<file path="config.mk">
export PLATFORM = sky130hd
export DESIGN_NAME = pext_result_stage
export DESIGN_NICKNAME = d
export VERILOG_FILES = /design/src/rtl/pext_op_pkg.sv /design/src/rtl/pext_result_stage.sv
export VERILOG_INCLUDE_DIRS = /design/src /design/src/rtl
export SDC_FILE = /design/constraint.sdc
export NUM_CORES = 1
export LEC_CHECK = 0
export ABC_CLOCK_PERIOD_IN_PS = 1600
export BUFFER_PORTS_ARGS = -buffer_cell sky130_fd_sc_hd__buf_2
export CORE_ASPECT_RATIO = 0.7
export CORE_MARGIN = 4
export CORE_UTILIZATION = 38
export CTS_CLUSTER_DIAMETER = 40
export CTS_CLUSTER_SIZE = 25
export DETAILED_ROUTE_END_ITERATION = 10
export MAX_ROUTING_LAYER = met4
export PLACE_DENSITY = 0.79
export SYNTH_ARGS = -nofsm -noshare
export SYNTH_HDL_FRONTEND = slang
export SYNTH_SLANG_ARGS = --single-unit
</file>
<file path="constraint.sdc">
create_clock -name clk_i -period 1.6 [get_ports clk_i]
set_input_delay 0.4 -clock clk_i [delete_from_list [all_inputs] [get_ports clk_i]]
set_output_delay 0.4 -clock clk_i [all_outputs]
set_load 0.02 [all_outputs]
</file>
<file path="src/rtl/pext_consts.svh">
/*
 * Word geometry and clamp limits of the packed-SIMD ALU.
 * Included by the RTL and by the testbench reference model.
 */
`ifndef PEXT_CONSTS_SVH
`define PEXT_CONSTS_SVH

// Word and lane geometry
`define PEXT_XLEN   32
`define PEXT_NBYTES 4

// Clamp limits for saturating add/sub
`define PEXT_SAT_S8_MIN  8'h80
`define PEXT_SAT_S8_MAX  8'h7F
`define PEXT_SAT_U8_MAX  8'hFF
`define PEXT_SAT_S16_MIN 16'h8000
`define PEXT_SAT_S16_MAX 16'h7FFF
`define PEXT_SAT_U16_MAX 16'hFFFF

`endif

</file>
<file path="src/rtl/pext_op_pkg.sv">
/*
 * Operation codes accepted by the ALU and the result classes
 * that pick which unit drives the registered output.
 */
package pext_op_pkg;

  // Operation code, grouped by the unit that serves it
  typedef enum logic [4:0] {
    // Wrapping add/sub
    ADD8 = 5'd0, ADD16, SUB8, SUB16,
    // Halving add/sub
    RADD8, RADD16, URADD8, RSUB8, URSUB16,
    // Saturating add/sub
    KADD8, KADD16, UKADD8, KSUB16, UKSUB16,
    // Lane compares, returned as masks
    CMPEQ8, CMPEQ16, SCMPLT8, SCMPLT16, UCMPLE8,
    SMIN16, UMAX8,
    SRA16, SRL8, SLL16,
    CLZ8, CLZ16, CLRS16
  } pext_op_e;

  // Unit whose result is registered
  typedef enum logic [2:0] {
    CLS_ADD    = 3'd0,
    CLS_CMP    = 3'd1,
    CLS_MINMAX = 3'd2,
    CLS_SHIFT  = 3'd3,
    CLS_COUNT  = 3'd4
  } pext_class_e;

endpackage

</file>
<file path="src/rtl/pext_result_stage.sv">
/*
 * Output register of the ALU. Picks the unit result by class and
 * registers result, valid and overflow one cycle after issue.
 */
`include "pext_consts.svh"

module pext_result_stage (
  input  logic                      clk_i,
  input  logic                      rst_n_i,
  input  logic                      valid_i,
  input  pext_op_pkg::pext_class_e  class_i,
  input  logic [`PEXT_XLEN-1:0]     sum_i,
  input  logic [`PEXT_XLEN-1:0]     mask_i,
  input  logic [`PEXT_XLEN-1:0]     minmax_i,
  input  logic [`PEXT_XLEN-1:0]     shift_i,
  input  logic [`PEXT_XLEN-1:0]     count_i,
  input  logic                      ov_i,
  output logic [`PEXT_XLEN-1:0]     result_o,
  output logic                      valid_o,
  output logic                      ov_o
);

  logic [`PEXT_XLEN-1:0] unit_result;

  always_comb begin
    unique case (class_i)
      pext_op_pkg::CLS_CMP:    unit_result = mask_i;
      pext_op_pkg::CLS_MINMAX: unit_result = minmax_i;
      pext_op_pkg::CLS_SHIFT:  unit_result = shift_i;
      pext_op_pkg::CLS_COUNT:  unit_result = count_i;
      default:                 unit_result = sum_i;
    endcase
  end

  // Result holds over idle cycles
  always_ff @(posedge clk_i) begin
    if (valid_i) begin
      result_o <= unit_result;
    end
  end

  always_ff @(posedge clk_i) begin
    if (!rst_n_i) begin
      valid_o <= 1'b0;
      ov_o    <= 1'b0;
    end else begin
      valid_o <= valid_i;
      ov_o    <= valid_i & ov_i;
    end
  end

  a_ov_with_valid: assert property (@(posedge clk_i) disable iff (!rst_n_i)
    ov_o |-> valid_o);

  a_quiet_after_reset: assert property (@(posedge clk_i)
    !rst_n_i |=> (!valid_o && !ov_o));

endmodule

</file>
==> run_results.csv <==
group,metric,value,unit
cells_and_area,layoutNonFillerInstCount,467,
power,leakage,1.52,nW
timing,setup_slack,0.177,ns
timing,slew_violations,0,
cells_and_area,nets,561,
yosys,synth_cells,199,
timing,relSlewSlack,75.7,%
floorplanning,pin_count,201,
global_route,grtUsageTotal,24.1,%
floorplanning,core-area,0.00542,mm2
yosys,ys_seq_elements,34,
global_route,grt_overflow_total,0,
routing,wl_per_cell,19.2,um
routing,first_pass_iters,4,
clocking,cts.repair.resized,0,
global_route,grt_pass1_wl,13.0,mm
place,portBuffers,200,
timing,post-route-period-util,88.9,%
clocking,cts_max_path_buffers,2,
clocking,hold_buffers,0,
routing,vias,2712,
cells_and_area,drive_gt1_share,58.0,%
worst_setup_path,cp.arrival,1.47,ns
yosys,synthTopCellsByCount,"a22oi_1, edfxtp_1, o21a_1, o32ai_1, o22ai_1",
floorplanning,die_area,0.00711,mm2
hold_path,hold_class,"input port to flip-flop",
cells_and_area,final_area,0.00348,mm2
yosys,synth-edff-count,32,
floorplanning,fp.dieW,99.1,um
clocking,numCtsBuffers,5,
cells_and_area,antenna_cells,0,
clocking,cts_tree,"yes",
yosys,seq_area_frac_synth,45.4,%
routing,drt_iter0_drc,127,
yosys,postSynth.asyncResetShare,0,%
yosys,ys_types,20,
floorplanning,initial_utilization,40.7,%
yosys,synth_flop_cell,"edfxtp_1",
run,max_cap_viol_count,0,
worst_setup_path,crit_type,"input port to flip-flop",
cells_and_area,areaGrowthSynthToFinish,57.9,%
clocking,clk_pin_slew_worst_paths,0.07,ns
clocking,cts_sinks,34,
floorplanning,num_rows,22,
global_route,antenna_found_initial,0,
yosys,yosysTopAreaCell,"edfxtp_1",
routing,drc,0,
clocking,htree_levels,2,
yosys,synth_area_leaders,"edfxtp_1, o32ai_1, a22oi_1",
timing,tightest_slew,0.365,ns
timing,fmax,0.703,GHz
yosys,synth_fp_nets,366,
routing,drt-total-wl,8.98,mm
yosys,yosys.area.top_type_share,43.5,%
worst_setup_path,endpoint_kind,"flip-flop",
worst_setup_path,required,1.64,ns
routing,final_antenna_net_count,0,
global_route,grt_start_max_net_pins,35,
clocking,post_cts_buffers,0,
place,place_congestion,0.847,
worst_setup_path,cp-start-kind,"input port",
timing,fin_crit,1.42,ns
place,dp.cells,459,
place,pre_cts_ws,-0.111,ns
cells_and_area,final_core_utilization,64.3,%
power,power.density,802,mW/mm2
yosys,synth_area,0.00221,mm2
worst_setup_path,crit_fanout,16,
yosys,ys_warn_count,0,
floorplanning,die_h,71.8,um
yosys,avgSynthCellArea,11.1,um2
place,placed_cell_area,0.00338,mm2
clocking,cts_root_buf,"clkbuf_8",
routing,vias_per_cell,5.81,
timing,hold_viol,0,
power,ir_drop,442,uV
place,hpwlAfterDp,6.89,mm
run_status,status,"finished, final reports clean",
timing,finalSetupViolations,0,
timing,rsz0062_at_grt,"no",
global_route,grt_pass1_vias,2673,
critical path, cell delays in order:
cell     delay, ns
buf_2         0.13
buf_4         0.14
nor2b_4       0.17
o21ba_4       0.24
buf_12        0.16
o22ai_1       0.10
o21a_1        0.12
layout by cell type (no fill, tap or decap):
cell	synthesis	routed
buf_12	0	9
o21a_1	32	32
o21ba_4	1	1
and3_1	1	1
a22oi_1	32	32
nor2_1	1	1
bufinv_16	0	1
dfxtp_1	2	2
clkinv_2	0	2
nor2b_2	0	1
o32ai_1	32	32
buf_4	1	7
xnor2_2	0	1
nand2b_1	2	2
o22ai_1	31	31
edfxtp_1	32	32
buf_2	15	200
clkbuf_8	0	5
and2_1	1	1
o22ai_2	1	1
nor2b_4	1	1
cell families after synthesis:
logic type	Yosys count	share of synthesized area, %
AO/OA/AOI/OAI	129	44.6
buffers and inverters	28	7.48
flip-flops	34	45.4
XOR/XNOR	1	0.397
AND/OR/NAND/NOR	7	2.21
state kept, by name (all words and copies together) (netlist names):
| name | flops |
|---|---|
| valid_o | 1 |
| ov_o | 1 |
| result_o | 32 |
final cells by class:
type / instances / area, um2
clock buffer: 5 / 68.8
timing repair buffer: 216 / 1230
multi-input combinational: 137 / 1050
fill: 484 / 1940
sequential: 34 / 1000
clock inverter: 3 / 40.0
tap: 72 / 90.1
through the flow:
step / total power, mW / hold slack (ns) / setup TNS, ns
after floorplan: 1.60 / 0.512 / 0
after CTS: 2.81 / 0.324 / 0
after global routing: 2.92 / 0.344 / 0
final: 2.80 / 0.333 / 0
after global placement: 2.02 / 0.615 / -1.72
after detailed placement: 2.05 / 0.625 / -2.64
per-layer routing:
metal / vias to the layer above / share of wire [%] / GRT usage (%)
met3: 25 / 9.3 / 5.45
met5: - / 0 / -
li1: 1254 / - / -
met4: 0 / 1.9 / 7.58
met1: 1262 / 40 / 28.9
met2: 171 / 48 / 40.5
final timing paths:
kind	from	to	slack, ns	cells after the start
worst min-delay path	rst_n_i	valid_o	0.33	2
worst max-delay path	class_i[0]	result_o[23]	0.18	7
power by group:
group / switching (mW) / internal (mW)
Combinational: 0.477 / 0.423
Sequential: 0.0269 / 1.10
Clock: 0.310 / 0.458
No activity file was read; power rests on OpenSTA's default activity.
