==> src/rtl/pext_consts.svh <==
/*
 * Word geometry and clamp limits of the packed-SIMD ALU.
 * Included by the RTL and by the testbench reference model.
 */
`ifndef PEXT_CONSTS_SVH
`define PEXT_CONSTS_SVH

// Word and lane geometry
`define PEXT_XLEN   32
`define PEXT_NBYTES 4

// Clamp limits for saturating add/sub
`define PEXT_SAT_S8_MIN  8'h80
`define PEXT_SAT_S8_MAX  8'h7F
`define PEXT_SAT_U8_MAX  8'hFF
`define PEXT_SAT_S16_MIN 16'h8000
`define PEXT_SAT_S16_MAX 16'h7FFF
`define PEXT_SAT_U16_MAX 16'hFFFF

`endif

==> src/rtl/pext_lane_pkg.sv <==
/*
 * Lane width and adder output mode shared by the decoder and the units.
 */
package pext_lane_pkg;

  typedef enum logic {
    LW8  = 1'b0,
    LW16 = 1'b1
  } lane_width_e;

  // Wrap, halve by truncation, or clamp to the lane limits
  typedef enum logic [1:0] {
    ADD_WRAP  = 2'd0,
    ADD_HALVE = 2'd1,
    ADD_SAT   = 2'd2
  } add_mode_e;

endpackage

==> src/rtl/pext_lead_count.sv <==
/*
 * Leading-zero and leading-sign counts per lane, summed by a popcount
 * tree over a run vector that stays set while bits match the lane top.
 */
`include "pext_consts.svh"

module pext_lead_count (
  input  logic [`PEXT_XLEN-1:0]       operand_a_i,
  input  pext_lane_pkg::lane_width_e  width_i,
  input  logic                        count_sign_i,
  output logic [`PEXT_XLEN-1:0]       count_o
);

  logic [`PEXT_XLEN-1:0] run;
  logic [1:0] cnt2 [16];
  logic [2:0] cnt3 [8];
  logic [3:0] cnt4 [4];
  logic [4:0] cnt5 [2];

  // Sign count leaves the sign bit itself out of the run
  always_comb begin
    logic chain;
    logic ref_bit;
    logic lane_msb;
    chain   = 1'b0;
    ref_bit = 1'b0;
    for (int i = `PEXT_XLEN - 1; i >= 0; i--) begin
      lane_msb = (width_i == pext_lane_pkg::LW8) ? (i % 8 == 7) : (i % 16 == 15);
      if (lane_msb) begin
        ref_bit = count_sign_i & operand_a_i[i];
        run[i]  = ~count_sign_i & ~operand_a_i[i];
        chain   = count_sign_i | ~operand_a_i[i];
      end else begin
        run[i] = chain & (operand_a_i[i] == ref_bit);
        chain  = run[i];
      end
    end
  end

  ////////////////////////////////////////////////////////////////////////////
  // Popcount tree
  ////////////////////////////////////////////////////////////////////////////
  for (genvar i = 0; i < 16; i++) begin : gen_pair
    assign cnt2[i] = {1'b0, run[2*i]} + {1'b0, run[2*i+1]};
  end
  for (genvar i = 0; i < 8; i++) begin : gen_nibble
    assign cnt3[i] = {1'b0, cnt2[2*i]} + {1'b0, cnt2[2*i+1]};
  end
  for (genvar i = 0; i < 4; i++) begin : gen_byte
    assign cnt4[i] = {1'b0, cnt3[2*i]} + {1'b0, cnt3[2*i+1]};
  end
  for (genvar i = 0; i < 2; i++) begin : gen_half
    assign cnt5[i] = {1'b0, cnt4[2*i]} + {1'b0, cnt4[2*i+1]};
  end

  assign count_o = (width_i == pext_lane_pkg::LW8)
      ? {4'h0, cnt4[3], 4'h0, cnt4[2], 4'h0, cnt4[1], 4'h0, cnt4[0]}
      : {11'h000, cnt5[1], 11'h000, cnt5[0]};

endmodule

==> config.mk <==
export PLATFORM = sky130hd
export DESIGN_NAME = pext_lead_count
export DESIGN_NICKNAME = d
export VERILOG_FILES = /design/src/rtl/pext_lane_pkg.sv /design/src/rtl/pext_lead_count.sv
export VERILOG_INCLUDE_DIRS = /design/src /design/src/rtl
export SDC_FILE = /design/constraint.sdc
export NUM_CORES = 1
export LEC_CHECK = 0
export BUFFER_PORTS_ARGS = -buffer_cell sky130_fd_sc_hd__buf_2
export CAP_MARGIN = 30
export CORE_MARGIN = 1
export CORE_UTILIZATION = 48
export DETAILED_ROUTE_END_ITERATION = 8
export GPL_ROUTABILITY_DRIVEN = 0
export PLACE_DENSITY = 0.83
export SLEW_MARGIN = 15
export SYNTH_ARGS = -nofsm -noshare
export SYNTH_HDL_FRONTEND = slang
export SYNTH_SLANG_ARGS = --single-unit
==> constraint.sdc <==
create_clock -name vclk -period 4.7
set_input_delay 0.235 -clock vclk [all_inputs]
set_output_delay 0.235 -clock vclk [all_outputs]
set_load 0.05 [all_outputs]
==> metrics.md <==
| Metric | Value |
|---|---|
| Outcome | `finished with violations` |
| Failing checks | `setup timing` |
| Total GRT Usage | `0.2240` |
| CP max stage delay | `0.54 ns` |
| Tmin final | `5.350 ns` |
| Buffers plus inverters on the worst setup path | `6` |
| Remaining global-route overflow | `0` |
| Pleak | `1.394 nW` |
| Max Slew Vio Count | `0` |
| Critical path cell sequence | `buf_6 -> or3_4 -> o32a_4 -> or3b_4 -> a221o_2 -> nor2_2 -> ha_1 -> inv_2 -> fa_1 -> fa_1 -> inv_1 -> ha_2 -> inv_2 -> fa_1 -> inv_2 -> ha_4 -> a21o_1 -> a21oi_2 -> xnor2_1 -> mux2_4 -> buf_8` |
| Stages on worst setup path | `21` |
| VDD IR max | `0.06295 mV` |
| Port-buffer cells | `between 50 and 60` |
| Boundary Pins | `between 60 and 70` |
| First-pass GRT wire length | `7507 um` |
| Largest net degree at the start of global routing | `27` |
| Worst Hold Class | `in -> out` |
| Max FO, Critical Path | `3` |
| Most common cell after layout, fill and taps aside | `buf_4` |
| Initial DRC Count | `64` |
| Synth-to-layout area growth | `47.93%` |
| Max Cap Violations | `0` |
| Inst Count DP | `358` |
| Yosys warnings | `0` |
| N_diodes | `0` |
| Synth Area per Inst | `7.935 um^2` |
| Worst Setup End Kind | `output pin` |
| Seq/Total Area, Yosys | `0` |
| Pwr Total | `0.3068 mW` |
| Seq cells | `0` |
| Drt pass-1 iters | `4` |
| Crit path kind | `in -> out` |
| DR WL/cell | `12.59 um` |
| Critical Path RT | `4.47 ns` |
| Die area | `between 4000 and 5000 um^2` |
| # clk buffers | `0` |
| RSZ-0062 raised after global routing | `yes` |
| Syn Inst Count | `228` |
| Initial antenna violation count | `0` |
| Final Hold Viols | `0` |
| DR vias/cell | `5.148` |
| CP max stage cell | `fa_1` |
| Vias in the first global route | `around 1900` |
| Fmax | `0.1869 GHz` |
| Final period util | `1.138` |
| Reg area | `0 um^2` |
| CP delay by family, top | `adder cells` |
| Core Box Area | `3468 um^2` |
| Filler cell count | `260` |
| Cell area power density | `114.6 nW/um^2` |
| Share of layout cells above drive strength 1 | `0.4656` |
| Final nets | `about 400` |
| Post-DP HPWL | `3685 um` |
| Hold buffers post-CTS | `0` |
| Critical path data arrival time | `5.11 ns` |
| Final setup vio count | `7` |
| Startpoint Class | `input port` |
| Antenna-violating nets left | `0` |
| DR vias | `1884` |
| Fin cells | `366` |
| Most frequent cells in the layout | `buf_4, buf_2, ha_1` |
| Final WS setup | `-0.6495 ns` |
| Die span in x | `around 63 um` |
| Fin area | `2676 um^2` |
| Final wirelength | `4607 um` |
| Netlist Area Pre-Place | `1809 um^2` |
| Cell Rows | `21` |
| Pre-CTS WS | `-0.7968 ns` |
| Post-route DRC | `0` |
| Dpl cell area | `roughly 2500 um^2` |
| Synth cell types | `46` |
| Hold Path Depth | `5` |
| Area of the multi-input gates | `1822 um^2` |
| Die H | `63.40 um` |
| Starting density of the core | `0.5216` |
-- per-layer routing --
layer / vias up / part of all wire / track usage
li1: 941 / - / -
met1: 871 / 0.42 / 0.2542
met2: 60 / 0.53 / 0.4495
met4: 0 / 0.015 / 0.04830
met5: - / 0 / 0
met3: 12 / 0.032 / 0.009058
-- synth_stat cells (all sizes together), types with 2 or more instances --
cell type,n,area share
ha,24,0.17
inv,24,0.050
a21oi,15,0.044
buf,15,0.064
fa,14,0.15
nor2,14,0.029
nor2b,14,0.048
xnor2,14,0.068
nand2,9,0.019
a21o,8,0.034
mux2i,7,0.039
nand3,7,0.019
clkbuf,6,0.012
nand2b,6,0.021
or3,6,0.024
mux2,5,0.031
o21ai,5,0.014
xor2,4,0.019
and2,3,0.011
and4,3,0.015
o21a,3,0.012
a221o,2,0.012
nor3,2,0.0055
nor4,2,0.0069
o21bai,2,0.010
or2,2,0.0069
-- final timing paths --
| path | from | endpoint | slack [ns] |
|---|---|---|---|
| max | operand_a_i[13] | count_o[3] | -0.65 |
| min | width_i | count_o[1] | 1.16 |
-- final cells by class --
| cell class | count | share of cell area |
|---|---|---|
| Timing Repair Buffer | 100 | 0.2641 |
| Inverter | 24 | 0.03366 |
| Tap cell | 46 | 0.02151 |
| Multi-Input combinational cell | 196 | 0.6807 |
-- kinds of logic (layout without fill, tap and decap cells) --
| family | after synthesis | in the layout | synth area share |
|---|---|---|---|
| multiplexers | 12 | 12 | 0.06985 |
| AND/OR/NAND/NOR | 72 | 72 | 0.2227 |
| buffers and inverters | 45 | 124 | 0.1266 |
| AO/OA/AOI/OAI | 42 | 42 | 0.1708 |
| other | 1 | 14 | 0.002073 |
| XOR/XNOR | 18 | 18 | 0.08714 |
| adder cells (fa/ha/maj) | 38 | 38 | 0.3209 |
-- power breakdown --
part / total [mW] / internal (mW) / leakage, nW / switching, mW
sequential: 0 / 0 / 0 / 0
clock: 0 / 0 / 0 / 0
combinational: 0.307 / 0.122 / 1.39 / 0.185
total: 0.307 / 0.122 / 1.39 / 0.185
-- per-stage QoR --
step	TNS, ns	util	hold slack, ns
3_3_place_gp	-2.842	0.7085	1.201
3_5_place_dp	-3.802	0.7085	1.208
2_1_floorplan	-1.737	-	1.101
5_1_grt	-3.733	0.7716	1.178
6_report	-2.598	0.7716	1.157
4_1_cts	-2.513	0.7428	1.162
-- repair_timing --
action	in CTS	in global routing
hold endpoints to repair	0	0
setup endpoints to repair	8	8
setup buffers	3	5
resized for setup	22	14
pin swaps	21	6
Power figures use the tool's default switching activity.
