**config.mk**
```make
export PLATFORM = sky130hd
export DESIGN_NAME = pext_simd_adder
export DESIGN_NICKNAME = d
export VERILOG_FILES = /design/src/rtl/pext_lane_pkg.sv /design/src/rtl/pext_simd_adder.sv
export VERILOG_INCLUDE_DIRS = /design/src /design/src/rtl
export SDC_FILE = /design/constraint.sdc
export NUM_CORES = 1
export LEC_CHECK = 0
export BUFFER_PORTS_ARGS = -buffer_cell sky130_fd_sc_hd__buf_4
export CORE_AREA = 2 2 88 153
export DETAILED_ROUTE_END_ITERATION = 6
export DIE_AREA = 0 0 90 155
export PLACE_DENSITY = 0.54
export SYNTH_ARGS = -nofsm -noshare
export SYNTH_HDL_FRONTEND = slang
export SYNTH_SLANG_ARGS = --single-unit
```
**constraint.sdc**
```tcl
create_clock -name vclk -period 14.51
set_clock_uncertainty 0.15 [all_clocks]
set_input_delay 2.902 -clock vclk [all_inputs]
set_output_delay 2.902 -clock vclk [all_outputs]
set_load 0.01 [all_outputs]
```
**src/rtl/pext_consts.svh**
```systemverilog
/*
 * Word geometry and clamp limits of the packed-SIMD ALU.
 * Included by the RTL and by the testbench reference model.
 */
`ifndef PEXT_CONSTS_SVH
`define PEXT_CONSTS_SVH

// Word and lane geometry
`define PEXT_XLEN   32
`define PEXT_NBYTES 4

// Clamp limits for saturating add/sub
`define PEXT_SAT_S8_MIN  8'h80
`define PEXT_SAT_S8_MAX  8'h7F
`define PEXT_SAT_U8_MAX  8'hFF
`define PEXT_SAT_S16_MIN 16'h8000
`define PEXT_SAT_S16_MAX 16'h7FFF
`define PEXT_SAT_U16_MAX 16'hFFFF

`endif

```
**src/rtl/pext_lane_pkg.sv**
```systemverilog
/*
 * Lane width and adder output mode shared by the decoder and the units.
 */
package pext_lane_pkg;

  typedef enum logic {
    LW8  = 1'b0,
    LW16 = 1'b1
  } lane_width_e;

  // Wrap, halve by truncation, or clamp to the lane limits
  typedef enum logic [1:0] {
    ADD_WRAP  = 2'd0,
    ADD_HALVE = 2'd1,
    ADD_SAT   = 2'd2
  } add_mode_e;

endpackage

```
**src/rtl/pext_simd_adder.sv**
```systemverilog
/*
 * Lane-split adder built from four byte adders. Carries are broken at
 * lane edges; the output wraps, halves or saturates per mode_i.
 */
`include "pext_consts.svh"

module pext_simd_adder (
  input  logic [`PEXT_XLEN-1:0]       operand_a_i,
  input  logic [`PEXT_XLEN-1:0]       operand_b_i,
  input  pext_lane_pkg::lane_width_e  width_i,
  input  logic                        signed_i,
  input  logic                        sub_i,
  input  pext_lane_pkg::add_mode_e    mode_i,
  output logic [`PEXT_XLEN-1:0]       sum_o,
  output logic [`PEXT_NBYTES-1:0]     diff_sign_o,
  output logic                        ov_o
);

  logic [`PEXT_XLEN-1:0]   b_in;
  logic [8:0]              byte_sum [`PEXT_NBYTES];
  logic [`PEXT_NBYTES-1:0] carry_in, lane_top, ext_msb, lane_sat;
  logic [`PEXT_XLEN-1:0]   wrap_res, halve_res, sat_res;

  assign b_in     = sub_i ? ~operand_b_i : operand_b_i;
  assign lane_top = (width_i == pext_lane_pkg::LW8) ? 4'b1111 : 4'b1010;

  for (genvar k = 0; k < `PEXT_NBYTES; k++) begin : gen_byte
    localparam int Hi = k | 1;
    logic [7:0]  clamp8;
    logic [15:0] clamp16;

    // Subtract injects its +1 at each lane's low byte
    if (k == 0) begin : gen_cin_low
      assign carry_in[k] = sub_i;
    end else begin : gen_cin_chain
      assign carry_in[k] = lane_top[k-1] ? sub_i : byte_sum[k-1][8];
    end

    assign byte_sum[k] = {1'b0, operand_a_i[8*k +: 8]} + {1'b0, b_in[8*k +: 8]}
                       + {8'h00, carry_in[k]};
    assign wrap_res[8*k +: 8] = byte_sum[k][7:0];

    // Bit above the lane in full precision, valid on lane top bytes
    assign ext_msb[k] = (signed_i & operand_a_i[8*k+7])
                      ^ (signed_i ? b_in[8*k+7] : sub_i)
                      ^ byte_sum[k][8];
    assign lane_sat[k] = lane_top[k]
                       & (signed_i ? (ext_msb[k] ^ byte_sum[k][7]) : ext_msb[k]);

    if (k == `PEXT_NBYTES - 1) begin : gen_halve_top
      assign halve_res[8*k +: 8] = {ext_msb[k], wrap_res[8*k+1 +: 7]};
    end else begin : gen_halve
      assign halve_res[8*k +: 8] = {lane_top[k] ? ext_msb[k] : wrap_res[8*k+8],
                                    wrap_res[8*k+1 +: 7]};
    end

    // Unsigned subtract clamps low, everything else by the sign of the excess
    assign clamp8  = signed_i ? (ext_msb[k] ? `PEXT_SAT_S8_MIN : `PEXT_SAT_S8_MAX)
                              : (sub_i ? 8'h00 : `PEXT_SAT_U8_MAX);
    assign clamp16 = signed_i ? (ext_msb[Hi] ? `PEXT_SAT_S16_MIN : `PEXT_SAT_S16_MAX)
                              : (sub_i ? 16'h0000 : `PEXT_SAT_U16_MAX);
    assign sat_res[8*k +: 8] = (width_i == pext_lane_pkg::LW8)
        ? (lane_sat[k]  ? clamp8                 : wrap_res[8*k +: 8])
        : (lane_sat[Hi] ? clamp16[8*(k%2) +: 8]  : wrap_res[8*k +: 8]);
  end

  always_comb begin
    unique case (mode_i)
      pext_lane_pkg::ADD_HALVE: sum_o = halve_res;
      pext_lane_pkg::ADD_SAT:   sum_o = sat_res;
      default:                  sum_o = wrap_res;
    endcase
  end

  assign diff_sign_o = ext_msb;
  assign ov_o        = (mode_i == pext_lane_pkg::ADD_SAT) & (|lane_sat);

endmodule

```
==> flow_results.org <==
** GRT
- Antenna violations before repair :: 0
- Met1 Use GR :: 0.156
- Wire length of the first global-routing pass :: 16000 um
- The via count of the first global-routing pass came to 3403.
- For this run, the total global-route usage over all layers was measured as 0.135.
- Grt met2 use :: 0.269
- Entering global routing, the biggest net connects 47 pins.
- Met3 routing resource usage after global routing :: 0.0140
- After global routing, the most crowded layer is met2.
- Overflow left after global routing :: 0

** Critical path
- The largest single stage delay on the critical path is 610 ps.
- Traced cell by cell, the critical path runs through buf_4 > xor2_1 > fa_1 > a21o_1 > a221oi_2 > o21ai_4 > inv_1 > a21oi_1 > fa_1 > fa_1 > a21oi_1 > o2111ai_1 > o211ai_1 > mux2i_1 > nand3_1 > a41oi_1 > o21bai_1 > a2bb2oi_1 > buf_4.
- Critical path endpoint category :: primary output
- Critical path data required time :: 11460 ps
- On the critical path, the stage with the largest delay is an instance of sky130_fd_sc_hd__a41oi_1.
- In this run the worst path has a maximum fanout of 46.
- Arrival time of the worst setup path :: 8190 ps
- STA classifies the critical path startpoint as an input port.
- Among the stages of the critical path, the cell type that occurs most often is sky130_fd_sc_hd__fa_1.
- WS Path Type :: in2out

** Floorplanning
- In this run the count of I/O pins placed on the die edge is 106.
- Measured along the x axis, the die boundary spans 90 um.
- For this configuration, the core starts out at a cell density of 0.223.
- The floorplan step defined a die boundary enclosing 14000 um^2.
- Row count :: 55
- After floorplanning, the core was sized to cover 12800 um^2.
- Vertical extent of the die :: 155 um

** Power and ir drop
- The internal portion of the total power is 148 uW.
- Dividing total power by cell area gives a power density of 83.6 nW/um^2.
- VDD sags by at most 0.0000340 V.
- The share of total power dissipated in sequential elements is 0.
- Proportion of total power due to net switching :: 0.536
- Clock network fraction of total power :: 0
- In this run the power spent charging and discharging nets is 171 uW.
- Reported leakage power :: 1.70 nW
- Combinational power share :: 1.000
- Overall power consumption after layout is estimated at 319 uW.

** Placement
- Placed Area :: 3820 um^2
- Placed wire-length estimate after detailed placement :: 8180 um
- # placed instances :: 646
- Port buffering added 106 buffers.
- At the end of routability-driven placement, the weighted congestion stood at 0.847.

** Route
- Drt via density :: 4.99
- Routed len/inst :: 15.0 um
- Antenna Violating Nets Remaining :: 0
- Remaining DRCs :: 0
- After detailed routing, the total wire length is 9720 um.
- For this block, the via count after detailed routing is 3222.
- Total iterations of the first detailed-routing run :: 4
- Number of violations reported at the end of detailed-routing iteration 0 :: 96

** Layout
- Number of sequential cells in the layout :: 0
- From synthesis to final layout, the design area changed by 33.4%.
- Antenna diode instance count :: 0
- The sequential cells in the finished layout cover a total of 0 um^2.
- The finished cells cover 3820 um^2.
- In the final layout, the share of cells above drive strength 1 is 0.255.
- Final std cells w/o fill :: 646
- The net count of the finished layout is 582.
- After layout, the clock buffer instance count stands at 0.

** Synth
- Among all cell types in the netlist, the one instantiated most often is sky130_fd_sc_hd__xor2_1.
- List of most frequent post-synthesis cells :: 46 x sky130_fd_sc_hd__xor2_1, 34 x sky130_fd_sc_hd__a21oi_1, 31 x sky130_fd_sc_hd__nand2_1, 30 x sky130_fd_sc_hd__ha_1, 29 x sky130_fd_sc_hd__xnor2_1
- Of the post-synthesis cell area, the dominant cell type holds 0.141.
- Counting distinct cell types in the post-synthesis netlist gives 60.
- Synth warn :: 0
- Netlist area before placement :: 2860 um^2
- In the synthesized netlist, the number of instances is 383.
- The largest total area in the synthesized netlist belongs to sky130_fd_sc_hd__xor2_1.
- Dominant cells by area after synthesis :: sky130_fd_sc_hd__xor2_1 14%, sky130_fd_sc_hd__ha_1 13%, sky130_fd_sc_hd__xnor2_1 8.9%, sky130_fd_sc_hd__a21oi_1 5.9%, sky130_fd_sc_hd__fa_1 4.2%
- Sequential share of the synthesized area :: 0
- The number of nets in the synthesized netlist is 488.
- After synthesis, the mean cell area works out to 7.47 um^2.

** Timing
- After routing, the total negative slack on setup checks comes to 0 ps.
- Headroom to the max-slew limit came out at 0.396.
- The final-report max-slew violation count came to 0.
- Number of endpoints with negative hold slack in the final report :: 0
- In the finished design, the share of the clock period the worst path needs comes to 0.775.
- Highest achievable clock rate :: 0.0889 GHz
- Final period demand of the worst path :: 11240 ps
- Count of endpoints failing setup in the final report :: 0
- Transition time of the tightest slew-check pin :: 884 ps
- RSZ-0062 raised after global routing :: no

** Clocking
- Post-CTS timing repair inserted 0 buffers for setup.
- CTS resizes :: 0
- For this design, the CTS-stage hold fixing added 0 buffers.

** Run
- Max-cap violations in this run came to 0.

** Outcome
- Run status :: finished, final reports clean

** Min path
- Class of the most critical hold timing path :: in2out
## layout by cell type, fill, tap and decap left out, types with 2 or more instances in the layout
cell type / instances
sky130_fd_sc_hd__nor2_1: 22
sky130_fd_sc_hd__nand2b_1: 4
sky130_fd_sc_hd__nand3_1: 9
sky130_fd_sc_hd__o211ai_1: 4
sky130_fd_sc_hd__a2111oi_0: 2
sky130_fd_sc_hd__buf_4: 106
sky130_fd_sc_hd__and2_1: 2
sky130_fd_sc_hd__nand3b_1: 2
sky130_fd_sc_hd__a221o_1: 8
sky130_fd_sc_hd__mux2i_1: 4
sky130_fd_sc_hd__o21a_1: 5
sky130_fd_sc_hd__fa_1: 6
sky130_fd_sc_hd__a2bb2oi_1: 10
sky130_fd_sc_hd__nand2_1: 31
sky130_fd_sc_hd__a21o_1: 12
sky130_fd_sc_hd__o21ai_0: 12
sky130_fd_sc_hd__nor2b_1: 4
sky130_fd_sc_hd__a211oi_1: 4
sky130_fd_sc_hd__a31o_2: 2
sky130_fd_sc_hd__a41oi_1: 3
sky130_fd_sc_hd__and3_1: 5
sky130_fd_sc_hd__a31oi_1: 9
sky130_fd_sc_hd__o21ai_1: 4
sky130_fd_sc_hd__inv_1: 14
sky130_fd_sc_hd__a21oi_1: 34
sky130_fd_sc_hd__xnor2_1: 29
sky130_fd_sc_hd__xor2_1: 46
sky130_fd_sc_hd__o2111ai_1: 4
sky130_fd_sc_hd__ha_1: 30
sky130_fd_sc_hd__mux2_2: 2
sky130_fd_sc_hd__nor3_1: 6
sky130_fd_sc_hd__o22ai_1: 8
sky130_fd_sc_hd__o21bai_1: 5
sky130_fd_sc_hd__o221ai_1: 2
## routing by layer
| layer | wire [um] | vias up | part of all wire |
|---|---|---|---|
| li1 | - | 1617 | - |
| met2 | 5400 | 83 | 0.56 |
| met1 | 3840 | 1516 | 0.39 |
| met3 | 383 | 6 | 0.039 |
| met5 | 0 | - | 0 |
| met4 | 91 | 0 | 0.0094 |
## power groups by stage
stage	clock [mW]	sequential (mW)	combinational, mW
6_report	0	0	0.319
5_1_grt	0	0	0.353
4_1_cts	0	0	0.321
3_5_place_dp	0	0	0.320
3_3_place_gp	0	0	0.317
2_1_floorplan	0	0	0.208
## layout make-up
cell class | instances | area (um^2)
tap | 171 | 214
timing repair buffer | 106 | 796
fill | 1448 | 8980
multi-input combinational | 355 | 2750
inverter | 14 | 52.6
## worst max-delay path: cells and delay by family
family,cells,cell delay (ps)
AOI/OAI and AO/OA,10,2500
adders and majority gates,3,1350
buffers and inverters,3,810
muxes,1,270
xor gates and xnor gates,1,220
and+or+nand+nor,1,120
## per-stage QoR
step | util | setup slack (ps) | hold WS, ps
after global routing | 0.298 | 2790 | 6130
after CTS | 0.298 | 3220 | 6100
after global placement | 0.298 | 3400 | 6100
after detailed placement | 0.298 | 3230 | 6100
after floorplan | - | 3590 | 5890
final | 0.298 | 3270 | 6100
## worst paths after layout
kind | from | end | cells after the start
worst max-delay path | sub_i | sum_o[27] | 19
worst min-delay path | operand_b_i[16] | sum_o[16] | 4
## logic make-up (layout without fill, tap and decap cells)
kind of cell             Yosys count  in the layout  share of synthesized area
AND/OR/NAND/NOR                   93             93                      0.154
AO/OA/AOI/OAI                    142            142                      0.365
buffers and inverters             28            120                     0.0372
XOR/XNOR                          77             77                      0.245
multiplexers                       6              6                     0.0219
adder cells (fa/ha/maj)           37             37                      0.177
Note: power is estimated with default switching activity, not from simulation.
