## config.mk

```make
export PLATFORM = sky130hd
export DESIGN_NAME = pext_lane_compare
export DESIGN_NICKNAME = d
export VERILOG_FILES = /design/src/rtl/pext_lane_pkg.sv /design/src/rtl/pext_lane_compare.sv
export VERILOG_INCLUDE_DIRS = /design/src /design/src/rtl
export SDC_FILE = /design/constraint.sdc
export NUM_CORES = 1
export LEC_CHECK = 0
export ABC_CLOCK_PERIOD_IN_PS = 2500
export BUFFER_PORTS_ARGS = -buffer_cell sky130_fd_sc_hd__clkbuf_2
export CORE_AREA = 2 2 65 67
export DETAILED_ROUTE_END_ITERATION = 6
export DIE_AREA = 0 0 67 69
export PLACE_DENSITY = 0.71
export SLEW_MARGIN = 20
export SYNTH_ARGS = -nofsm -noshare
export SYNTH_HDL_FRONTEND = slang
export SYNTH_SLANG_ARGS = --single-unit
```

## constraint.sdc

```tcl
create_clock -name vclk -period 2.5
set_clock_uncertainty 0.05 [all_clocks]
set_input_delay 0.25 -clock vclk [all_inputs]
set_output_delay 0.25 -clock vclk [all_outputs]
set_load 0.01 [all_outputs]
```

## src/rtl/pext_consts.svh

```systemverilog
/*
 * Word geometry and clamp limits of the packed-SIMD ALU.
 * Included by the RTL and by the testbench reference model.
 */
`ifndef PEXT_CONSTS_SVH
`define PEXT_CONSTS_SVH

// Word and lane geometry
`define PEXT_XLEN   32
`define PEXT_NBYTES 4

// Clamp limits for saturating add/sub
`define PEXT_SAT_S8_MIN  8'h80
`define PEXT_SAT_S8_MAX  8'h7F
`define PEXT_SAT_U8_MAX  8'hFF
`define PEXT_SAT_S16_MIN 16'h8000
`define PEXT_SAT_S16_MAX 16'h7FFF
`define PEXT_SAT_U16_MAX 16'hFFFF

`endif

```

## src/rtl/pext_lane_pkg.sv

```systemverilog
/*
 * Lane width and adder output mode shared by the decoder and the units.
 */
package pext_lane_pkg;

  typedef enum logic {
    LW8  = 1'b0,
    LW16 = 1'b1
  } lane_width_e;

  // Wrap, halve by truncation, or clamp to the lane limits
  typedef enum logic [1:0] {
    ADD_WRAP  = 2'd0,
    ADD_HALVE = 2'd1,
    ADD_SAT   = 2'd2
  } add_mode_e;

endpackage

```

## src/rtl/pext_lane_compare.sv

```systemverilog
/*
 * Lane compares and min/max, driven by the adder's a-minus-b.
 */
`include "pext_consts.svh"

module pext_lane_compare (
  input  logic [`PEXT_XLEN-1:0]       operand_a_i,
  input  logic [`PEXT_XLEN-1:0]       operand_b_i,
  input  logic [`PEXT_XLEN-1:0]       sum_i,
  input  logic [`PEXT_NBYTES-1:0]     diff_sign_i,
  input  pext_lane_pkg::lane_width_e  width_i,
  input  logic                        cmp_le_i,
  input  logic                        cmp_eq_i,
  input  logic                        minmax_max_i,
  output logic [`PEXT_XLEN-1:0]       mask_o,
  output logic [`PEXT_XLEN-1:0]       minmax_o
);

  logic [`PEXT_NBYTES-1:0] byte_zero, lane_eq, lane_lt, lane_hit, take_a;

  for (genvar k = 0; k < `PEXT_NBYTES; k++) begin : gen_zero
    assign byte_zero[k] = (sum_i[8*k +: 8] == 8'h00);
  end

  // Widen byte results to the lane they belong to
  assign lane_eq = (width_i == pext_lane_pkg::LW8) ? byte_zero
                 : {{2{&byte_zero[3:2]}}, {2{&byte_zero[1:0]}}};
  assign lane_lt = (width_i == pext_lane_pkg::LW8) ? diff_sign_i
                 : {{2{diff_sign_i[3]}}, {2{diff_sign_i[1]}}};

  assign lane_hit = cmp_eq_i ? lane_eq
                             : (lane_lt | (lane_eq & {`PEXT_NBYTES{cmp_le_i}}));

  // Min keeps a when a < b, max keeps a otherwise
  assign take_a = minmax_max_i ? ~lane_lt : lane_lt;

  for (genvar k = 0; k < `PEXT_NBYTES; k++) begin : gen_lane_out
    assign mask_o[8*k +: 8]   = {8{lane_hit[k]}};
    assign minmax_o[8*k +: 8] = take_a[k] ? operand_a_i[8*k +: 8] : operand_b_i[8*k +: 8];
  end

endmodule

```

==> run_results.csv, run 1 <==
group,metric,value,unit
placed_design,io_buffers,168,
critical_path,setup.worst_path.end_class,"primary output",
sta,slew_violations,0,
logic_synthesis,yosysTopAreaCellShare,44.9,%
logic_synthesis,synth.yosys.seq_area_share,0,%
floorplan,row_count,23,
logic_synthesis,synthDistinctLibCells,11,
critical_path,crit_top_cell,"clkbuf_2",
critical_path,required,2.20,ns
cells_and_area,nClkBuffers,0,
job,drv_cap,0,
grt,grt_pass1_vias,1160,
critical_path,critPathMaxFanout,8,
sta,period_share,74.2,%
power,swShare,44.2,%
power,p_leak,0.925,nW
logic_synthesis,ys_warn_count,0,
routing,vias_per_cell,4.07,
cells_and_area,insertedDiodeCount,0,
critical_path,crit_family,"multiplexers",
critical_path,path_class,"in -> out",
logic_synthesis,yosysMostFrequentCell,"mux2_2",
run_status,status,"complete, no violations",
clock_network,post_cts_resized,0,
cells_and_area,design.seq.count,0,
min_path,holdCritStartpoint,"operand_a_i[0]",
critical_path,timing.critical_path.from_type,"primary input",
sta,final.min_clock_period,1.85,ns
critical_path,critPathBufInv,2,
critical_path,crit_slowest_cell,"mux2_2",
grt,track_usage,12.5,%
grt,antenna_found_initial,0,
routing,drt_drc_violations_left,0,
routing,dr.pass1.iters,4,
routing,drtIter0Drc,11,
sta,whs,0.764,ns
cells_and_area,nets,339,
logic_synthesis,syn-cell-area,802,µm²
routing,routedWlPerCell,11.0,µm
sta,setup_violations,0,
logic_synthesis,synth_top_cells_by_area,"mux2_2 45%, buf_4 26%, xnor2_2 8.1%, nor4_1 6.2%, o32ai_1 4.4%",
power,ir_drop,0.000120,V
grt,grt_pass1_wl,4870,µm
floorplan,boundaryPins,168,
routing,ant_nets,0,
logic_synthesis,netlist_instances,90,
power,p_switching,0.000151,W
critical_path,arrival,1.55,ns
logic_synthesis,syn-num-nets,194,
logic_synthesis,yosys-top-cells-count,"32 x mux2_2, 28 x buf_4, 8 x nor4_1",
grt,grt_max_degree,9,
logic_synthesis,synth_top_area_cell,"mux2_2",
power,p_int,0.000191,W
placed_design,dpl_cell_area,1520,µm²
floorplan,core,3910,µm²
sta,hold_violations,0,
power,clock_power_share,0,%
cells_and_area,drive_above_1_share,89.3,%
routing,via_count,1153,
critical_path,crit_chain,"clkbuf_2, mux2i_1, xnor2_2, mux2_2, clkbuf_2",
power,p_seq_share,0,%
routing,routed_wl,3100,µm
grt,gr-total-overflow,0,
logic_synthesis,syn_avg_cell_area,8.91,µm²
sta,max_slew.worst_pin.slew,0.469,ns
power,power.density,225,nW/µm²
sta,max_slew_margin,68.6,%
clock_network,cts_setup_buffers,0,
placed_design,hpwlAfterDp,2940,µm
floorplan,fp.dieW,67,µm
critical_path,crit_cells,5,
min_path,worstHoldEndpoint,"minmax_o[0]",
min_path,min_path_cells,3,
cells_and_area,area_delta_synth_final,89.5,%
sta,fmax,539,MHz
min_path,hold_path_class,"in -> out",
power,power_frac_comb,100.0,%
cells_and_area,ff_latch_area,0,µm²
sta,finalSetupTns,0,ns
placed_design,place_congestion,0.838,
cells_and_area,finalInstanceArea,1520,µm²
floorplan,die-area,4620,µm²
power,design_power_total,0.000342,W
clock_network,ctsHoldBuffers,0,
floorplan,die_h,69,µm
sta,grt_setup_unrepaired,"false",
critical_path,cp_slowest_stage_delay,0.40,ns
floorplan,initial_core_util,20.5,%
## cells in the final DEF, fill, tap and decap left out
master / n
nor4_1: 8
o32ai_1: 4
nand2_1: 4
inv_1: 2
nor2_1: 1
xnor2_2: 4
mux2i_1: 2
mux2_2: 32
clkbuf_2: 168
a21boi_0: 4
buf_4: 4
## routing by layer
layer  vias up  global-route usage [%]  wire length [µm]  share of wire (%)
met3         0                    2.77               378                 12
met5         -                       0                 0                  0
met2        84                    25.2              1580                 51
met4         0                       0                 0                  0
li1        597                       -                 -                  -
met1       472                    13.5              1150                 37
## metrics by stage
stage	setup slack (ns)	utilization [%]	std cells
after floorplan	0.472	-	90
after global placement	0.642	38.8	283
after detailed placement	0.619	38.8	283
after CTS	0.619	38.8	283
after global routing	0.518	38.8	283
final	0.645	38.8	283
## power groups by stage
stage	Combinational, W	Sequential, W	Clock, W
after global placement	0.000343	0	0
after floorplan	0.000205	0	0
final	0.000342	0	0
after CTS	0.000348	0	0
after global routing	0.000375	0	0
after detailed placement	0.000346	0	0
## kinds of logic (layout without fill, tap and decap cells)
family          count (synthesis)  in the layout  share of synthesized area [%]
mux                            34             34                           47.4
buf+inv                        31            174                           27.8
simple gates                   13             13                           8.58
compound gates                  8              8                           8.11
xor+xnor                        4              4                           8.11
## final cells by class
class / instances / area (µm²)
Fill cell: 405 / 2390
Timing Repair Buffer: 172 / 871
Multi-Input combinational cell: 59 / 579
Tap cell: 50 / 62.6
Inverter: 2 / 7.51
## how the worst max path moves through the flow
| stage | from | endpoint | slack, ns |
|---|---|---|---|
| after floorplan | sum_i[25] | mask_o[17] | 0.47 |
| after global placement | width_i | minmax_o[7] | 0.64 |
| after detailed placement | width_i | minmax_o[16] | 0.62 |
| after CTS | width_i | minmax_o[1] | 0.62 |
| after global routing | width_i | minmax_o[1] | 0.52 |
| final | width_i | minmax_o[23] | 0.65 |
No activity file was read; power rests on OpenSTA's default activity.
==> run 2, diff against run 1 <==
ABC_CLOCK_PERIOD_IN_PS = 1900   (was 2500)
clock period = 1.9 ns   (was 2.5 ns; I/O delays follow)
==> run_results.csv, run 2 (same netlist as run 1, synthesis figures left out) <==
group,metric,value,unit
run_status,status,"complete, no violations",
cells_and_area,design.seq.count,0,
power,design_power_total,0.000454,W
routing,via_count,1182,
routing,routed_wl,3080,µm
grt,track_usage,12.3,%
power,p_leak,0.932,nW
grt,antenna_found_initial,0,
routing,vias_per_cell,4.16,
clock_network,cts_setup_buffers,0,
floorplan,row_count,23,
cells_and_area,layout_common_cells,"168 x clkbuf_2, 32 x mux2_2, 8 x nor4_1",
job,drv_cap,0,
sta,grt_setup_unrepaired,"false",
placed_design,hpwlAfterDp,2970,µm
sta,fmax,573,MHz
clock_network,ctsHoldBuffers,0,
routing,dr.pass1.iters,4,
clock_network,post_cts_resized,0,
sta,max_slew.worst_pin.slew,0.496,ns
critical_path,required,1.66,ns
floorplan,die-area,4620,µm²
critical_path,timing.critical_path.from_type,"primary input",
cells_and_area,ff_latch_area,0,µm²
sta,final.min_clock_period,1.75,ns
cells_and_area,drive_above_1_share,89.7,%
min_path,worstHoldEndpoint,"minmax_o[7]",
routing,drtIter0Drc,3,
min_path,hold_path_class,"in -> out",
floorplan,fp.dieW,67,µm
grt,grt_pass1_wl,4740,µm
sta,max_slew_margin,66.7,%
routing,ant_nets,0,
cells_and_area,nClkBuffers,0,
critical_path,setup.worst_path.end_class,"primary output",
sta,setup_violations,0,
sta,period_share,91.9,%
critical_path,arrival,1.51,ns
power,power.density,295,nW/µm²
cells_and_area,final_common_cell,"clkbuf_2",
cells_and_area,fin_util,39.2,%
cells_and_area,nets,340,
sta,hold_violations,0,
critical_path,path_class,"in -> out",
cells_and_area,multi_input_area,587,µm²
floorplan,initial_core_util,20.5,%
routing,drt_drc_violations_left,0,
min_path,holdCritStartpoint,"operand_a_i[7]",
floorplan,die_h,69,µm
routing,routedWlPerCell,10.8,µm
floorplan,core,3910,µm²
critical_path,critPathMaxFanout,8,
grt,grt_max_degree,9,
cells_and_area,insertedDiodeCount,0,
cells_and_area,fill_cells,428,
placed_design,io_buffers,168,
min_path,min_path_cells,3,
placed_design,place_congestion,0.789,
sta,finalSetupTns,0,ns
power,ir_drop,0.000134,V
floorplan,boundaryPins,168,
grt,grt_pass1_vias,1090,
cells_and_area,area_delta_synth_final,91.4,%
grt,gr-total-overflow,0,
sta,slew_violations,0,
## run 2: critical path: stages
cell and delay (ns):
clkbuf_2 0.17, mux2i_1 0.35, xnor2_2 0.26, mux2_2 0.40
clkbuf_2 0.13
## run 2: per-stage QoR
stage          worst slack [ns]  cell area, µm²  instances  hold slack, ns
6_report                  0.154            1540        284           0.645
5_1_grt                 0.00184            1540        284           0.654
4_1_cts                   0.118            1540        284           0.648
3_5_place_dp              0.131            1540        284           0.647
3_3_place_gp              0.129            1540        284           0.644
2_1_floorplan           0.00220             810         90           0.445
## run 2: how the worst max path moves through the flow
stage	start	endpoint	slack, ns	cells past startpoint
after floorplan	sum_i[1]	mask_o[10]	0.002	4
after global placement	width_i	minmax_o[20]	0.13	5
after detailed placement	width_i	minmax_o[16]	0.13	5
after CTS	width_i	minmax_o[16]	0.12	5
after global routing	sum_i[29]	mask_o[20]	0.002	5
final	width_i	minmax_o[16]	0.15	5
## run 2: power breakdown
group	internal [W]	total (W)	switching (W)
Clock	0	0	0
Sequential	0	0	0
Combinational	0.000254	0.000454	0.000200
## run 2: layout make-up
| type | instances | share of cell area, % |
|---|---|---|
| Timing Repair Buffer | 173 | 57.2 |
| Multi-Input combinational cell | 59 | 38.2 |
| Tap cell | 50 | 4.07 |
| Inverter | 2 | 0.489 |
## run 2: layer usage
| layer | vias up | routed length, µm | global-route usage [%] |
|---|---|---|---|
| met5 | - | 0 | 0 |
| met4 | 0 | 0 | 0 |
| met3 | 0 | 290 | 0.979 |
| met2 | 80 | 1680 | 25.2 |
| met1 | 507 | 1110 | 13.9 |
| li1 | 595 | - | - |
==> run 3, diff against run 2 <==
REMOVE_ABC_BUFFERS = 1   (was default)
==> run_results.csv, run 3 (same netlist as run 1, synthesis figures left out) <==
group,metric,value,unit
run_status,status,"complete, no violations",
floorplan,row_count,23,
floorplan,initial_core_util,20.5,%
cells_and_area,finalInstanceArea,1530,µm²
sta,max_slew.worst_pin.slew,0.458,ns
cells_and_area,fill_cells,414,
job,drv_cap,0,
sta,slew_violations,0,
floorplan,core,3910,µm²
floorplan,fp.dieW,67,µm
cells_and_area,area_delta_synth_final,91.3,%
placed_design,pre_cts_slack,0.161,ns
floorplan,die-area,4620,µm²
routing,drt_drc_violations_left,0,
cells_and_area,multi_input_area,586,µm²
critical_path,path_class,"in -> out",
placed_design,dpl_cell_area,1530,µm²
clock_network,cts_setup_buffers,0,
critical_path,crit_chain,"clkbuf_2, mux2i_1, xnor2_2, mux2_2, clkbuf_2",
routing,routedWlPerCell,10.5,µm
sta,grt_setup_unrepaired,"false",
critical_path,setup.worst_path.end_class,"primary output",
cells_and_area,layout_common_cells,"168 x clkbuf_2, 32 x mux2_2, 7 x nor4_1",
critical_path,required,1.66,ns
sta,setup_violations,0,
routing,drtIter0Drc,19,
sta,hold_violations,0,
routing,ant_nets,0,
critical_path,timing.critical_path.from_type,"primary input",
routing,routed_wl,2980,µm
placed_design,io_buffers,168,
critical_path,arrival,1.47,ns
grt,grt_pass1_wl,4460,µm
sta,final.min_clock_period,1.71,ns
routing,vias_per_cell,4.25,
cells_and_area,design.seq.count,0,
grt,gr-total-overflow,0,
cells_and_area,insertedDiodeCount,0,
power,p_leak,0.931,nW
cells_and_area,nets,340,
sta,worst_slack,0.190,ns
cells_and_area,final_common_cell,"clkbuf_2",
sta,period_share,90.0,%
min_path,hold_path_class,"in -> out",
grt,grt_max_degree,9,
routing,dr.pass1.iters,4,
cells_and_area,ff_latch_area,0,µm²
sta,fmax,585,MHz
cells_and_area,nClkBuffers,0,
routing,via_count,1207,
floorplan,boundaryPins,168,
sta,finalSetupTns,0,ns
critical_path,critPathMaxFanout,8,
power,design_power_total,0.000451,W
grt,grt_pass1_vias,1101,
grt,antenna_found_initial,0,
cells_and_area,drive_above_1_share,89.7,%
power,ir_drop,0.000102,V
sta,max_slew_margin,69.3,%
critical_path,crit_slowest_cell,"mux2_2",
critical_path,cp_slowest_stage_delay,0.39,ns
floorplan,die_h,69,µm
critical_path,crit_top_cell,"clkbuf_2",
grt,track_usage,11.5,%
placed_design,hpwlAfterDp,2890,µm
power,power.density,294,nW/µm²
placed_design,place_congestion,0.754,
-- run 3: what timing repair did --
item                       4_1_cts  5_1_grt
gates resized for setup          0        1
hold buffers                     0        0
setup endpoints to repair        0        8
-- run 3: worst paths after layout --
| path | depth (start not counted) | slack, ns | end | startpoint |
|---|---|---|---|---|
| max | 5 | 0.19 | minmax_o[6] | width_i |
| min | 3 | 0.64 | minmax_o[5] | operand_a_i[5] |
-- run 3: report_power, final --
group	switching, W	total [W]	leakage, nW	internal (W)
registers	0	0	0	0
logic	0.000197	0.000451	0.931	0.000254
clock network	0	0	0	0
total	0.000197	0.000451	0.931	0.000254
-- run 3: stage by stage --
step / util [%] / std cells / hold WS [ns]
2_1_floorplan: - / 61 / 0.481
3_3_place_gp: 39.0 / 284 / 0.644
3_5_place_dp: 39.0 / 284 / 0.646
4_1_cts: 39.0 / 284 / 0.647
5_1_grt: 39.2 / 284 / 0.654
6_report: 39.2 / 284 / 0.644
-- run 3: worst max-delay path, delay by kind of cell --
family	cells	cell delay [ns]
XOR/XNOR	1	0.26
multiplexers	2	0.75
buffers and inverters	2	0.28
-- run 3: layout make-up --
| type | count | area share [%] |
|---|---|---|
| Timing Repair Buffer | 173 | 57.3 |
| Multi-Input combinational cell | 59 | 38.2 |
| Tap cell | 50 | 4.08 |
| Inverter | 2 | 0.489 |
-- run 3: routing by layer --
metal,up-vias,part of all wire [%],global-route usage [%]
met2,87,59,27.0
met1,525,30,9.97
met3,0,11,0.816
li1,595,-,-
met4,0,0,0
met5,-,0,0
